$ cat config.mk
export PLATFORM = sky130hd
export DESIGN_NAME = wb_obi_bridge
export DESIGN_NICKNAME = d
export VERILOG_FILES = /design/src/verilog/sram_pkg.sv /design/src/verilog/wb_obi_bridge.sv
export SDC_FILE = /design/constraint.sdc
export NUM_CORES = 1
export LEC_CHECK = 0
export BUFFER_PORTS_ARGS = -buffer_cell sky130_fd_sc_hd__buf_2
export CORE_ASPECT_RATIO = 0.75
export CORE_MARGIN = 10
export CORE_UTILIZATION = 34
export DETAILED_ROUTE_END_ITERATION = 10
export PLACE_DENSITY = 0.86
export SETUP_SLACK_MARGIN = 0.15
export SYNTH_ARGS = -nofsm -noshare
export SYNTH_HDL_FRONTEND = slang
export SYNTH_SLANG_ARGS = --single-unit
$ cat constraint.sdc
create_clock -name clk_i -period 2.14 [get_ports clk_i]
set_input_delay 0 -clock clk_i [delete_from_list [all_inputs] [get_ports clk_i]]
set_output_delay 0 -clock clk_i [all_outputs]
set_load 0.05 [all_outputs]
$ cat src/verilog/sram_pkg.sv
`default_nettype none

package sram_pkg;

    ////////////////////////////////////////
    // Bus structs
    ////////////////////////////////////////

    // Address phase of an OBI-style request
    typedef struct packed {
        logic [31:0] addr;
        logic        we;
        logic [3:0]  be;
        logic [31:0] wdata;
    } obi_req_t;

    // Wishbone classic slave inputs from the host
    typedef struct packed {
        logic        cyc;
        logic        stb;
        logic        we;
        logic [3:0]  sel;
        logic [31:0] adr;
        logic [31:0] dat;
    } wb_req_t;

    ////////////////////////////////////////
    // Address map
    ////////////////////////////////////////

    localparam logic [31:0] RAM_BASE      = 32'h8000_0000;

    // Host addresses in [LO, HI) get the top nibble replaced
    localparam logic [31:0] HOST_REMAP_LO = 32'h3000_0000;
    localparam logic [31:0] HOST_REMAP_HI = 32'h8000_0000;

    ////////////////////////////////////////
    // FSM states
    ////////////////////////////////////////

    typedef enum logic [1:0] {ARB_IDLE, ARB_HOST, ARB_CORE} arb_state_e;

    typedef enum logic [1:0] {BR_IDLE, BR_WAIT, BR_ACK} bridge_state_e;

endpackage

`default_nettype wire

$ cat src/verilog/wb_obi_bridge.sv
`default_nettype none

module wb_obi_bridge import sram_pkg::*; (
    input  logic        clk_i,
    input  logic        arst_n_i,

    // Wishbone classic slave
    input  wb_req_t     wb_i,
    input  logic        wb_en_i,
    output logic        wb_ack_o,
    output logic [31:0] wb_dat_o,

    // Request side towards the arbiter
    output logic        host_req_o,
    output obi_req_t    host_cmd_o,
    input  logic        host_gnt_i,
    input  logic        host_rvalid_i,
    input  logic [31:0] host_rdata_i
);

    bridge_state_e state_q, state_d;
    logic [31:0]   rdata_q;
    logic [31:0]   remap_addr;
    logic          wb_active;

    assign wb_active = wb_i.cyc && wb_i.stb;

    ////////////////////////////////////////
    // Address remap and command
    ////////////////////////////////////////

    always_comb begin
        remap_addr = wb_i.adr;
        // Host window folds onto the RAM window
        if (wb_i.adr >= HOST_REMAP_LO && wb_i.adr < HOST_REMAP_HI) begin
            remap_addr = {HOST_REMAP_HI[31:28], wb_i.adr[27:0]};
        end
    end

    always_comb begin
        host_cmd_o.addr  = remap_addr;
        host_cmd_o.we    = wb_i.we;
        host_cmd_o.be    = wb_i.sel;
        host_cmd_o.wdata = wb_i.dat;
    end

    ////////////////////////////////////////
    // Cycle FSM
    ////////////////////////////////////////

    // Host enable only holds off new requests
    assign host_req_o = (state_q == BR_IDLE) && wb_active && wb_en_i;

    always_comb begin
        state_d = state_q;
        unique case (state_q)
            BR_IDLE: begin
                if (host_req_o && host_gnt_i) begin
                    state_d = BR_WAIT;
                end
            end
            BR_WAIT: begin
                if (host_rvalid_i) begin
                    state_d = BR_ACK;
                end
            end
            BR_ACK: state_d = BR_IDLE;
            default: state_d = BR_IDLE;
        endcase
    end

    always_ff @(posedge clk_i or negedge arst_n_i) begin
        if (!arst_n_i) begin
            state_q <= BR_IDLE;
        end else begin
            state_q <= state_d;
        end
    end

    // Read data held for the ack cycle
    always_ff @(posedge clk_i) begin
        if (state_q == BR_WAIT && host_rvalid_i) begin
            rdata_q <= host_rdata_i;
        end
    end

    assign wb_ack_o = (state_q == BR_ACK);
    assign wb_dat_o = rdata_q;

    // Host must keep the cycle open until acked
    ack_inside_cycle: assert property (
        @(posedge clk_i) disable iff (!arst_n_i)
        wb_ack_o |-> wb_active
    );

endmodule

`default_nettype wire
# ---- Word level (Yosys, flattened, before mapping)
# Cells that the tools add are included.
dict set report totals {
  in_bits 108
  ff_bits 34
  wordCells 20
  out_inout_bits 103
}
dict set report op_classes {
  n_lt_le_gt_ge 2
  n_mux 4
  n_eq_ne 4
  n_reduce_logical 8
}
# op n
set op_table {}
lappend op_table {{$ge A32 B30 Y1 const B} 1}
lappend op_table {{$lt A32 B32 Y1 const B} 1}
lappend op_table {{$mux W32} 1}
lappend op_table {{$logic_and A1 B1 Y1} 6}
lappend op_table {{$mux W2} 2}
lappend op_table {{$pmux W2 S2} 1}
lappend op_table {{$eq A2 B1 Y1 const B} 1}
lappend op_table {{$eq A2 B2 Y1 const B} 1}
lappend op_table {{$logic_not A2 Y1} 1}
lappend op_table {{$ne A2 B1 Y1 const B} 1}
lappend op_table {{$ne A2 B2 Y1 const B} 1}
lappend op_table {{$reduce_and A2 Y1} 1}

# ---- Longest topological paths before layout
dict set report logic_depth {
  ltp_word 6
  mapped_depth 2
  mapped_depth_nobuf 2
}

# ---- Worst setup path before layout
# Ideal clock, no wire load.
dict set report synth_timing {
  path_kind {register to register}
  start {reg state_q[1]}
  end {reg rdata_q[0] (netlist: wb_dat_o[0]), enable pin}
  n_path_buf 0
  t_arrival_ns 0.961
  synth_period_minus_slack_ns 1.335
  setup_slack_ns 0.805
  stages_incl_launch_ff 2
  required_time_ns 1.766
  setup_time_ns 0.374
  cell_sequence {dfrtp_1 > and3b_2}
}
dict set report synth_via {
  elab_chain_cells 2
}
# item line
set synth_rtl {}
lappend synth_rtl {{start: declaration} wb_obi_bridge.sv:21} ;# bridge_state_e state_q, state_d;
lappend synth_rtl {{start signal: assignment} wb_obi_bridge.sv:76} ;# state_q <= state_d;
lappend synth_rtl {{$eq A2 B1 Y1} wb_obi_bridge.sv:82} ;# if (state_q == BR_WAIT && host_rvalid_i) begin
lappend synth_rtl {{$logic_and A1 B1 Y1} wb_obi_bridge.sv:82}
lappend synth_rtl {{end signal: assignment} wb_obi_bridge.sv:83} ;# rdata_q <= host_rdata_i;
lappend synth_rtl {{end: declaration} wb_obi_bridge.sv:22} ;# logic [31:0] rdata_q;
# Every way passes these cells.
# A chain may end at the register's enable or synchronous reset.

# ---- Worst setup path after layout
dict set report layout_timing {
  start {reg state_q[1]}
  end {reg rdata_q[22] (netlist: wb_dat_o[22]), enable pin}
}
# The elaborated chain is that of the path after synthesis.

==> impl_metrics.json <==
{
  "status": "finished clean",
  "finalSetupViolCount": 0,
  "ys_warn_count": 0,
  "r2r-start": "state_q[1]",
  "p_sw_frac": 0.2103,
  "n_fill_cell": 413,
  "min_period_over_period": 0.7024,
  "relSlewSlack": 0.5337,
  "drt_first_iter_violations": 33,
  "cp_top_family": "simple AND/OR/NAND/NOR gates",
  "syn_avg_cell_area_sq_um": 14.27,
  "synth_cell_types": 13,
  "crit_fanout": 32,
  "crit_chain": "and3b_2",
  "synth_area_sq_um": 1598,
  "required_ns": 2.05,
  "grt_pass1_vias": 1142,
  "post_drt_wl_per_cell_um": 18.74,
  "p_int_mw": 1.298,
  "die_width_um": 99.16,
  "postRouteAntennaNets": 0,
  "synth_top_area_share": 0.6014,
  "drc": 0,
  "place.gp.congestion": 0.7762,
  "numCtsBuffers": 5,
  "path_buf_inv": 0,
  "whs_ns": 0.00002197,
  "grt_usage": 0.1025,
  "drive_gt1_frac": 0.5412,
  "path_clk_slew_ns": 0.07,
  "worstMarginPinSlew_ns": 0.6995,
  "min_path_type": "input port to output pin",
  "start_util": 0.3556,
  "antenna_found_initial": 0,
  "power_mw": 1.644,
  "clock_latency_ns": 0.28,
  "synth_cells": 112,
  "clock.fmax_mhz": 665.3,
  "vias_per_cell": 4.238,
  "endpoint_kind": "register",
  "syn_nets": 220,
  "synth_top_cell_by_area": "edfxtp_1",
  "cts_buffer_depth": 2,
  "p_comb_frac": 0.117,
  "critPathMaxStageDelay_ns": 0.71,
  "p_seq_frac": 0.456,
  "cp_slowest_cell": "and3b_2",
  "p_per_area_nw_per_um2": 794.5,
  "syn2layout_area_growth_pct": 29.52,
  "cts_tree": "built",
  "cap_violations": 0,
  "crit_path_start": "state_q[1]",
  "grt_max_degree": 33,
  "wirelength_mm": 4.253,
  "grt_overflow": 0,
  "worstPathArrival_ns": 1.41,
  "coreArea_sq_um": 4493,
  "die-height_um": 79.37,
  "io_pins": 211,
  "clock-skew-final_ns": 0.008177,
  "drtPass1Iterations": 3,
  "port_buffers": 80,
  "n_antenna_cell": 0,
  "h-tree-depth": 2,
  "switching_power_mw": 0.3457,
  "finalHoldViolations": 0,
  "cp-start-kind": "register",
  "final_max_slew_viol_count": 0,
  "routed-via-count": 962,
  "tns_ns": 0,
  "post_cts_buffers": 0,
  "vdd_drop_max_v": 0.0003736,
  "pwr-share-clk": 0.427,
  "die-area_sq_um": 7869,
  "synthTopCellsByArea": "edfxtp_1, buf_4, dfrtp_1, and3b_2, o21a_1",
  "leakage_nw": 0.8953,
  "rsz0062_at_grt": "false",
  "utilization": 0.4606,
  "cts_root_buf": "clkbuf_8",
  "grt_first_pass_wirelength_mm": 6.237,
  "core.rowCount": 21,
  "ys_seq_area_frac": 0.6327,
  "nets": 277,
  "hold_path_startpoint": "wb_i[29]",
  "ys_ff_latch": 34,
  "cts.sinks": 34,
  "path_class": "register to register",
  "fin_crit_ns": 1.503
}
[per-stage QoR]
| step | std cells | instance area, sq um | worst slack, ns |
|---|---|---|---|
| final | 227 | 2069 | 0.6369 |
| after global routing | 227 | 2069 | 0.5378 |
| after CTS | 227 | 2069 | 0.6288 |
| after detailed placement | 184 | 1582 | 0.6357 |
| after global placement | 184 | 1582 | 0.6705 |
| after floorplan | 112 | 1598 | 0.8049 |
[cells in the final DEF, fill, tap and decap left out, drive strengths merged]
| cell type | netlist | layout |
|---|---|---|
| o31ai | 1 | 1 |
| o21a | 2 | 2 |
| and2 | 1 | 1 |
| clkinv | 0 | 1 |
| or3b | 1 | 1 |
| and3b | 2 | 2 |
| buf | 65 | 80 |
| a211oi | 1 | 1 |
| inv | 2 | 2 |
| dlygate4sd3 | 0 | 35 |
| dfrtp | 2 | 2 |
| nand4b | 1 | 1 |
| clkbuf | 0 | 5 |
| nor2 | 1 | 1 |
| edfxtp | 32 | 32 |
| and2b | 1 | 1 |
| bufinv | 0 | 2 |
[synth_stat cells]
library cell	count
a211oi_2	1
and2_1	1
and3b_2	2
nor2_1	1
or3b_1	1
o31ai_1	1
and2b_2	1
edfxtp_1	32
nand4b_1	1
dfrtp_1	2
inv_1	2
buf_4	65
o21a_1	2
[routing by layer]
metal  vias up  track usage  routed length (um)
met5         -      0.02564                   0
met4         0      0.05000                  92
met3        16      0.08824                 726
met2        88       0.1773                2162
met1       433      0.07700                1272
li1        425            -                   -
[final timing paths]
path                                  end  slack [ns]  depth (start not counted)
max                          wb_dat_o[22]        0.64                          1
min                        host_cmd_o[29]     0.00002                          0
max reg2reg                  wb_dat_o[22]        0.64                          1
min reg2reg                    state_q[1]        0.63                          1
max in group asynchronous      state_q[1]        2.00                          2
min in group asynchronous      state_q[0]        0.05                          2
[power by group through the flow]
stage          Clock (mW)  Combinational (mW)  Sequential [mW]
2_1_floorplan           0               0.364            0.809
3_3_place_gp            0               0.139            0.764
3_5_place_dp            0               0.142            0.765
4_1_cts             0.717               0.193            0.750
5_1_grt             0.749               0.204            0.751
6_report            0.702               0.192            0.750
[state kept, by name, summed over array words and instances (netlist names)]
| signal | flops |
|---|---|
| wb_dat_o | 32 |
| state_q | 2 |
[cells by family after synthesis]
family          synth area share
buf+inv                   0.3101
simple gates             0.03524
compound gates           0.02192
flops                     0.6327
[cell type report]
cell class	count	area, sq um	share of cell area
flip-flops and latches	34	1011	0.4885
repair buffers	115	750.7	0.3628
multi-input cells	11	91.34	0.04414
well taps	57	71.32	0.03446
clock buffers	5	68.82	0.03325
clock inverters	3	68.82	0.03325
inverters	2	7.507	0.003628
[timing repair]
action / 4_1_cts / 5_1_grt
hold buffers: 35 / 0
hold endpoints to repair: 35 / 0
setup endpoints to repair: 0 / 0
resized for setup: 0 / 0
No activity file was read; power rests on OpenSTA's default activity.
