### src/verilog/sram_pkg.sv
`default_nettype none

package sram_pkg;

    ////////////////////////////////////////
    // Bus structs
    ////////////////////////////////////////

    // Address phase of an OBI-style request
    typedef struct packed {
        logic [31:0] addr;
        logic        we;
        logic [3:0]  be;
        logic [31:0] wdata;
    } obi_req_t;

    // Wishbone classic slave inputs from the host
    typedef struct packed {
        logic        cyc;
        logic        stb;
        logic        we;
        logic [3:0]  sel;
        logic [31:0] adr;
        logic [31:0] dat;
    } wb_req_t;

    ////////////////////////////////////////
    // Address map
    ////////////////////////////////////////

    localparam logic [31:0] RAM_BASE      = 32'h8000_0000;

    // Host addresses in [LO, HI) get the top nibble replaced
    localparam logic [31:0] HOST_REMAP_LO = 32'h3000_0000;
    localparam logic [31:0] HOST_REMAP_HI = 32'h8000_0000;

    ////////////////////////////////////////
    // FSM states
    ////////////////////////////////////////

    typedef enum logic [1:0] {ARB_IDLE, ARB_HOST, ARB_CORE} arb_state_e;

    typedef enum logic [1:0] {BR_IDLE, BR_WAIT, BR_ACK} bridge_state_e;

endpackage

`default_nettype wire

### src/verilog/port_arbiter.sv
`default_nettype none

module port_arbiter import sram_pkg::*; (
    input  logic        clk_i,
    input  logic        arst_n_i,

    // Host port with fixed priority
    input  logic        host_req_i,
    input  obi_req_t    host_cmd_i,
    output logic        host_gnt_o,
    output logic        host_rvalid_o,
    output logic [31:0] host_rdata_o,

    // Core data port
    input  logic        core_req_i,
    input  obi_req_t    core_cmd_i,
    output logic        core_gnt_o,
    output logic        core_rvalid_o,
    output logic [31:0] core_rdata_o,

    // Shared RAM
    output logic        ram_req_o,
    output obi_req_t    ram_cmd_o,
    input  logic        ram_rvalid_i,
    input  logic [31:0] ram_rdata_i
);

    arb_state_e state_q, state_d;

    ////////////////////////////////////////
    // Grant and command select
    ////////////////////////////////////////

    always_comb begin
        state_d    = state_q;
        host_gnt_o = 1'b0;
        core_gnt_o = 1'b0;
        ram_req_o  = 1'b0;
        ram_cmd_o  = core_cmd_i;

        unique case (state_q)
            ARB_IDLE: begin
                if (host_req_i) begin
                    host_gnt_o = 1'b1;
                    ram_req_o  = 1'b1;
                    ram_cmd_o  = host_cmd_i;
                    state_d    = ARB_HOST;
                end else if (core_req_i) begin
                    core_gnt_o = 1'b1;
                    ram_req_o  = 1'b1;
                    state_d    = ARB_CORE;
                end
            end
            // Owner waits for its response with no new grants
            ARB_HOST, ARB_CORE: begin
                if (ram_rvalid_i) begin
                    state_d = ARB_IDLE;
                end
            end
            default: state_d = ARB_IDLE;
        endcase
    end

    always_ff @(posedge clk_i or negedge arst_n_i) begin
        if (!arst_n_i) begin
            state_q <= ARB_IDLE;
        end else begin
            state_q <= state_d;
        end
    end

    ////////////////////////////////////////
    // Response routing
    ////////////////////////////////////////

    // The busy state remembers who owns the response
    assign host_rvalid_o = ram_rvalid_i && (state_q == ARB_HOST);
    assign core_rvalid_o = ram_rvalid_i && (state_q == ARB_CORE);

    assign host_rdata_o = ram_rdata_i;
    assign core_rdata_o = ram_rdata_i;

    ////////////////////////////////////////
    // Checks
    ////////////////////////////////////////

    one_grant: assert property (
        @(posedge clk_i) disable iff (!arst_n_i)
        !(host_gnt_o && core_gnt_o)
    );

    // RAM must never answer a request the arbiter did not issue
    no_orphan_rvalid: assert property (
        @(posedge clk_i) disable iff (!arst_n_i)
        ram_rvalid_i |-> (state_q != ARB_IDLE)
    );

endmodule

`default_nettype wire

### config.mk
export PLATFORM = sky130hd
export DESIGN_NAME = port_arbiter
export DESIGN_NICKNAME = d
export VERILOG_FILES = /design/src/verilog/sram_pkg.sv /design/src/verilog/port_arbiter.sv
export SDC_FILE = /design/constraint.sdc
export NUM_CORES = 1
export LEC_CHECK = 0
export CORE_AREA = 4 4 118 120
export CTS_BUF_LIST = sky130_fd_sc_hd__clkbuf_4 sky130_fd_sc_hd__clkbuf_8 sky130_fd_sc_hd__clkbuf_16
export DETAILED_ROUTE_END_ITERATION = 10
export DIE_AREA = 0 0 122 124
export DONT_BUFFER_PORTS = 1
export PLACE_DENSITY = 0.3
export SYNTH_ARGS = -nofsm -noshare
export SYNTH_HDL_FRONTEND = slang
export SYNTH_SLANG_ARGS = --single-unit
### constraint.sdc
create_clock -name clk_i -period 1.77 [get_ports clk_i]
set_input_delay 0.2655 -clock clk_i [delete_from_list [all_inputs] [get_ports clk_i]]
set_output_delay 0.2655 -clock clk_i [all_outputs]
set_load 0.02 [all_outputs]
Word-level counts from Yosys, hierarchy flattened

Cells that the tools add are included.

Equality and inequality tests: 4
Mux-type cells: 13
Reduce and logical (&&, ||, !) cells: 5

Operator list:

| kind                                          | count |
|---|---|
| two-way mux 69 bit                            | 2 |
| two-way mux 1 bit                             | 7 |
| two-way mux 2 bit                             | 3 |
| one-hot mux 2 bit (2 select lines)            | 1 |
| != test 3 bit, second input constant          | 1 |
| == test 2 x 1 -> 1 bit, second input constant | 1 |
| == test 2 bit, second input constant          | 1 |
| logical AND 1 bit                             | 2 |
| zero test 2 bit                               | 1 |
| != test 2 bit, second input constant          | 1 |
| AND reduction 2 bit                           | 1 |
| OR reduction 2 bit                            | 1 |

Flip-flop bits (word level): 2
Input bits: 175
Output and inout port bits: 138
Word-level logic and storage cells: 23

Depth between registers and ports, before layout

Word-level depth: 4
Mapped depth: 6
Depth with buffers taken out: 5

Worst setup path after synthesis

OpenSTA, ideal clock, no wires.

Path kind: register to output
From: register state_q[1]
To: output ram_cmd_o[52] (netlist bit)
Data arrival time: 1.418 ns
Required time: 1.505 ns
Path slack: 0.086 ns
Cell stages (with the launch flop): 7
Buffers on the path: 2
Cells stage by stage: dfrtp_1 > inv_1 > ha_1 > and2_4 > buf_12 > buf_12 > mux2_4

RTL lines:

| what                     | RTL line           | text |
|---|---|---|
| start: declaration       | port_arbiter.sv:28 | `arb_state_e state_q, state_d;` |
| start signal: assignment | port_arbiter.sv:68 | `state_q <= state_d;` |
| end: declaration         | port_arbiter.sv:23 | `output obi_req_t ram_cmd_o,` |

==> run_results.csv <==
group,metric,value,unit
routing,antenna_left,0,
die,ioPinCount,313,
synthesis,postSynth.asyncResetShare,100,%
pwr,power_density,1480,nW/um^2
grt,grt_use_total,6.39,%
critical_path,crit_required,1.50,ns
cells_and_area,nFillCells,1473,
cells_and_area,seqCellArea,50.0,sq um
sta,number_of_pins_with_negative_max_slew_slack_in_the_final_report,0,
sta,worstMarginPinSlew,0.275,ns
grt,grt_max_degree,19,
die,floorplan.die.width,122,microns
synthesis,avgSynthCellArea,11.5,sq um
clock_tree,clock_path_buffers,2,
clock_tree,numCtsBuffers,3,
cells_and_area,postLayoutCellArea,1910,sq um
critical_path,rr_endpoint,"state_q[1]",
critical_path,timing.critical_path.slowest_cell_delay,0.37,ns
synthesis,synth_sequential_area_ratio,2.69,%
die,floorplan_core_area,13000,sq um
clock_tree,library_cell_used_as_clock_root_buffer,"clkbuf_16",
routing,finalWirelength,6360,microns
pwr,power.ir.vdd_worst,0.000376,V
critical_path,path_type_of_the_worst_setup_path,"reg2out",
pwr,switching_share,43.8,%
sta,finalClockSkew,0.000865,ns
synthesis,cell_area_after_synthesis,1860,sq um
min_path,hold_class,"in2reg",
routing,drt_pre_antenna_iters,4,
sta,setup_viol,69,
grt,grt_remaining_overflow,0,
min_path,hold_path.startpoint,"host_req_i",
pwr,leakagePower,0.843,nW
sta,final.period_utilization,109,%
pwr,internal_power,0.00159,W
grt,antenna_violations_before_repair,0,
cells_and_area,flow.area_growth_from_synthesis,2.55,%
placement,place_ws,0.0279,ns
critical_path,critPathTopFamily,"buffers and inverters",
sta,min_period,1.93,ns
job,cap_viol_max_count,0,
cells_and_area,largest_registers,"state_q (2)",
critical_path,regToRegStartpoint,"state_q[1]",
sta,fmax,519,MHz
sta,final_hold_viol_count,0,
cells_and_area,nets,298,
cells_and_area,antenna_cells_inserted,0,
synthesis,synth_seq_cells,2,
cells_and_area,multi_input_comb_area,1180,sq um
routing,post_drt_wl_per_cell,21.7,microns
critical_path,worstRegToRegCells,8,
synthesis,postSynthNetCount,341,
clock_tree,cts_clock_pin_slew_for_the_worst_setup_and_hold_paths,0.03,ns
routing,initialDrtViolationCount,16,
sta,grt_setup_unrepaired,"true",
critical_path,crit_arrival,1.66,ns
routing,vias,962,
placement,placed_area,1530,sq um
placement,place_congestion,0.580,
status,violated_checks,"setup timing",
cells_and_area,final_layout_size_suffix_gt1_share,85.5,%
critical_path,crit_buf_inv,3,
critical_path,setup.worst_path.end_class,"primary output",
min_path,hold-path-endpoint,"state_q[1]",
pwr,combinational_share_of_power,85.3,%
clock_tree,cts.sinks,2,
synthesis,ys_dominant_reg_cell,"dfrtp_1",
synthesis,synthesis.instances,162,
die,fp-row-count,42,
placement,placement.io_buffers,0,
critical_path,worst-path-max-fanout,17,
critical_path,regToRegSetupSlack,0.32,ns
pwr,clkPwrFrac,12.0,%
clock_tree,worst_skew_pair.late_latency,0.22,ns
synthesis,synth.distinct_cells,18,
min_path,holdPathStages,1,
synthesis,number_of_enable_flip_flop_cells_after_synthesis,0,
die,floorplan.initialDensity,14.4,%
cells_and_area,top_register,"state_q",
pwr,power.net_switching,0.00124,W
die,die_height,124,microns
grt,grt_pass1_wl,6960,microns
critical_path,worstSetupStartpointType,"register",
cells_and_area,largest_register_ff_count,2,
routing,via_per_inst,3.28,
pwr,p_seq_share,2.7,%
status,status,"complete, but fails checks",
die,design.die.area,15100,sq um
sta,setup_slack_after_layout,-0.157,ns
critical_path,timing.critical_path.slowest_stage_cell,"dfrtp_1",
clock_tree,cts_max_level,1,
sta,worst_slew_margin_rel,81.8,%
routing,detail_route.drc_violations,0,
clock_tree,cts_tree,"built",
critical_path,crit_path_cell_trace,"inv_2, ha_4, and2_4, buf_4, buf_16, mux2_4",
synthesis,yosysWarningCount,0,
grt,first_global_vias,956,
## per-stage QoR
step	hold slack [ns]	setup TNS [ns]	total power [W]	instances	util, %
floorplan	-0.0301	0	0.00209	162	-
global placement	-0.0300	0	0.00198	274	11.8
detailed placement	-0.0300	0	0.00197	274	11.8
CTS	0.149	-10.16	0.00277	288	14.2
global route	0.151	-12.22	0.00297	293	14.7
finish	0.152	-9.08	0.00283	293	14.7
## how the worst max path moves through the flow
stage / start / endpoint / slack [ns] / cells past startpoint
2_1_floorplan: state_q[1] / ram_cmd_o[52] / 0.09 / 6
6_report: state_q[1] / ram_cmd_o[39] / -0.16 / 6
5_1_grt: state_q[1] / ram_cmd_o[34] / -0.21 / 6
3_3_place_gp: state_q[0] / ram_cmd_o[60] / 0.04 / 5
4_1_cts: state_q[0] / ram_cmd_o[50] / -0.19 / 6
3_5_place_dp: state_q[0] / ram_cmd_o[60] / 0.03 / 5
## kinds of logic (layout without fill, tap and decap cells)
logic type      count (synthesis)  count (layout)  synth area share, %
simple gates                    8               8                 2.69
mux                            69              69                 55.4
flops                           2               2                 2.69
fa+ha+maj                       4               4                 2.69
buf+inv                        74              29                 34.8
compound gates                  5               5                 1.75
## repair_timing
item | CTS | global route
hold buffers | 1 | 0
setup endpoints to repair | 69 | 69
pin swaps | 1 | 2
cloned | 5 | 3
resized for setup | 13 | 2
hold endpoints to repair | 2 | 0
setup buffers | 5 | 3
## per-layer routing
layer | track usage [%] | vias to the layer above | part of all wire [%]
met5 | 0 | - | 0
met3 | 2.18 | 8 | 15
met4 | 1.61 | 0 | 0.63
li1 | - | 405 | -
met2 | 11.9 | 117 | 52
met1 | 6.92 | 432 | 32
## power by group through the flow
stage / Sequential, W / Combinational, W / Clock (W)
2_1_floorplan: 0.0000739 / 0.00202 / 0
3_3_place_gp: 0.0000736 / 0.00190 / 0
3_5_place_dp: 0.0000739 / 0.00190 / 0
4_1_cts: 0.0000766 / 0.00234 / 0.000348
5_1_grt: 0.0000767 / 0.00254 / 0.000354
6_report: 0.0000759 / 0.00241 / 0.000341
## layout make-up
| class | count | share of cell area, % |
|---|---|---|
| timing repair buffer | 24 | 19.6 |
| sequential | 2 | 2.62 |
| multi-input combinational | 86 | 62.0 |
| tap | 176 | 11.5 |
| clock buffer | 3 | 3.93 |
| inverter | 2 | 0.393 |
## cells in the mapped netlist (all sizes together) (2+ instances only)
library cell	instances	area share (%)
buf	72	34
mux2	69	55
ha	4	2.7
and2	3	1.1
dfrtp	2	2.7
inv	2	0.40
nand2b	2	0.67
## placed cells by master (no fill, tap or decap), drive strengths merged
cell type | synthesis | layout
and3b | 1 | 1
dfrtp | 2 | 2
buf | 72 | 21
o22ai | 1 | 1
nor2 | 1 | 1
ha | 4 | 4
mux2 | 69 | 69
a21oi | 1 | 1
a21o | 1 | 1
a31oi | 1 | 1
clkbuf | 0 | 5
dlygate4sd3 | 0 | 1
o21a | 1 | 1
and2 | 3 | 3
nand2b | 2 | 2
nand2 | 1 | 1
inv | 2 | 2
(Power assumes the default switching activity.)
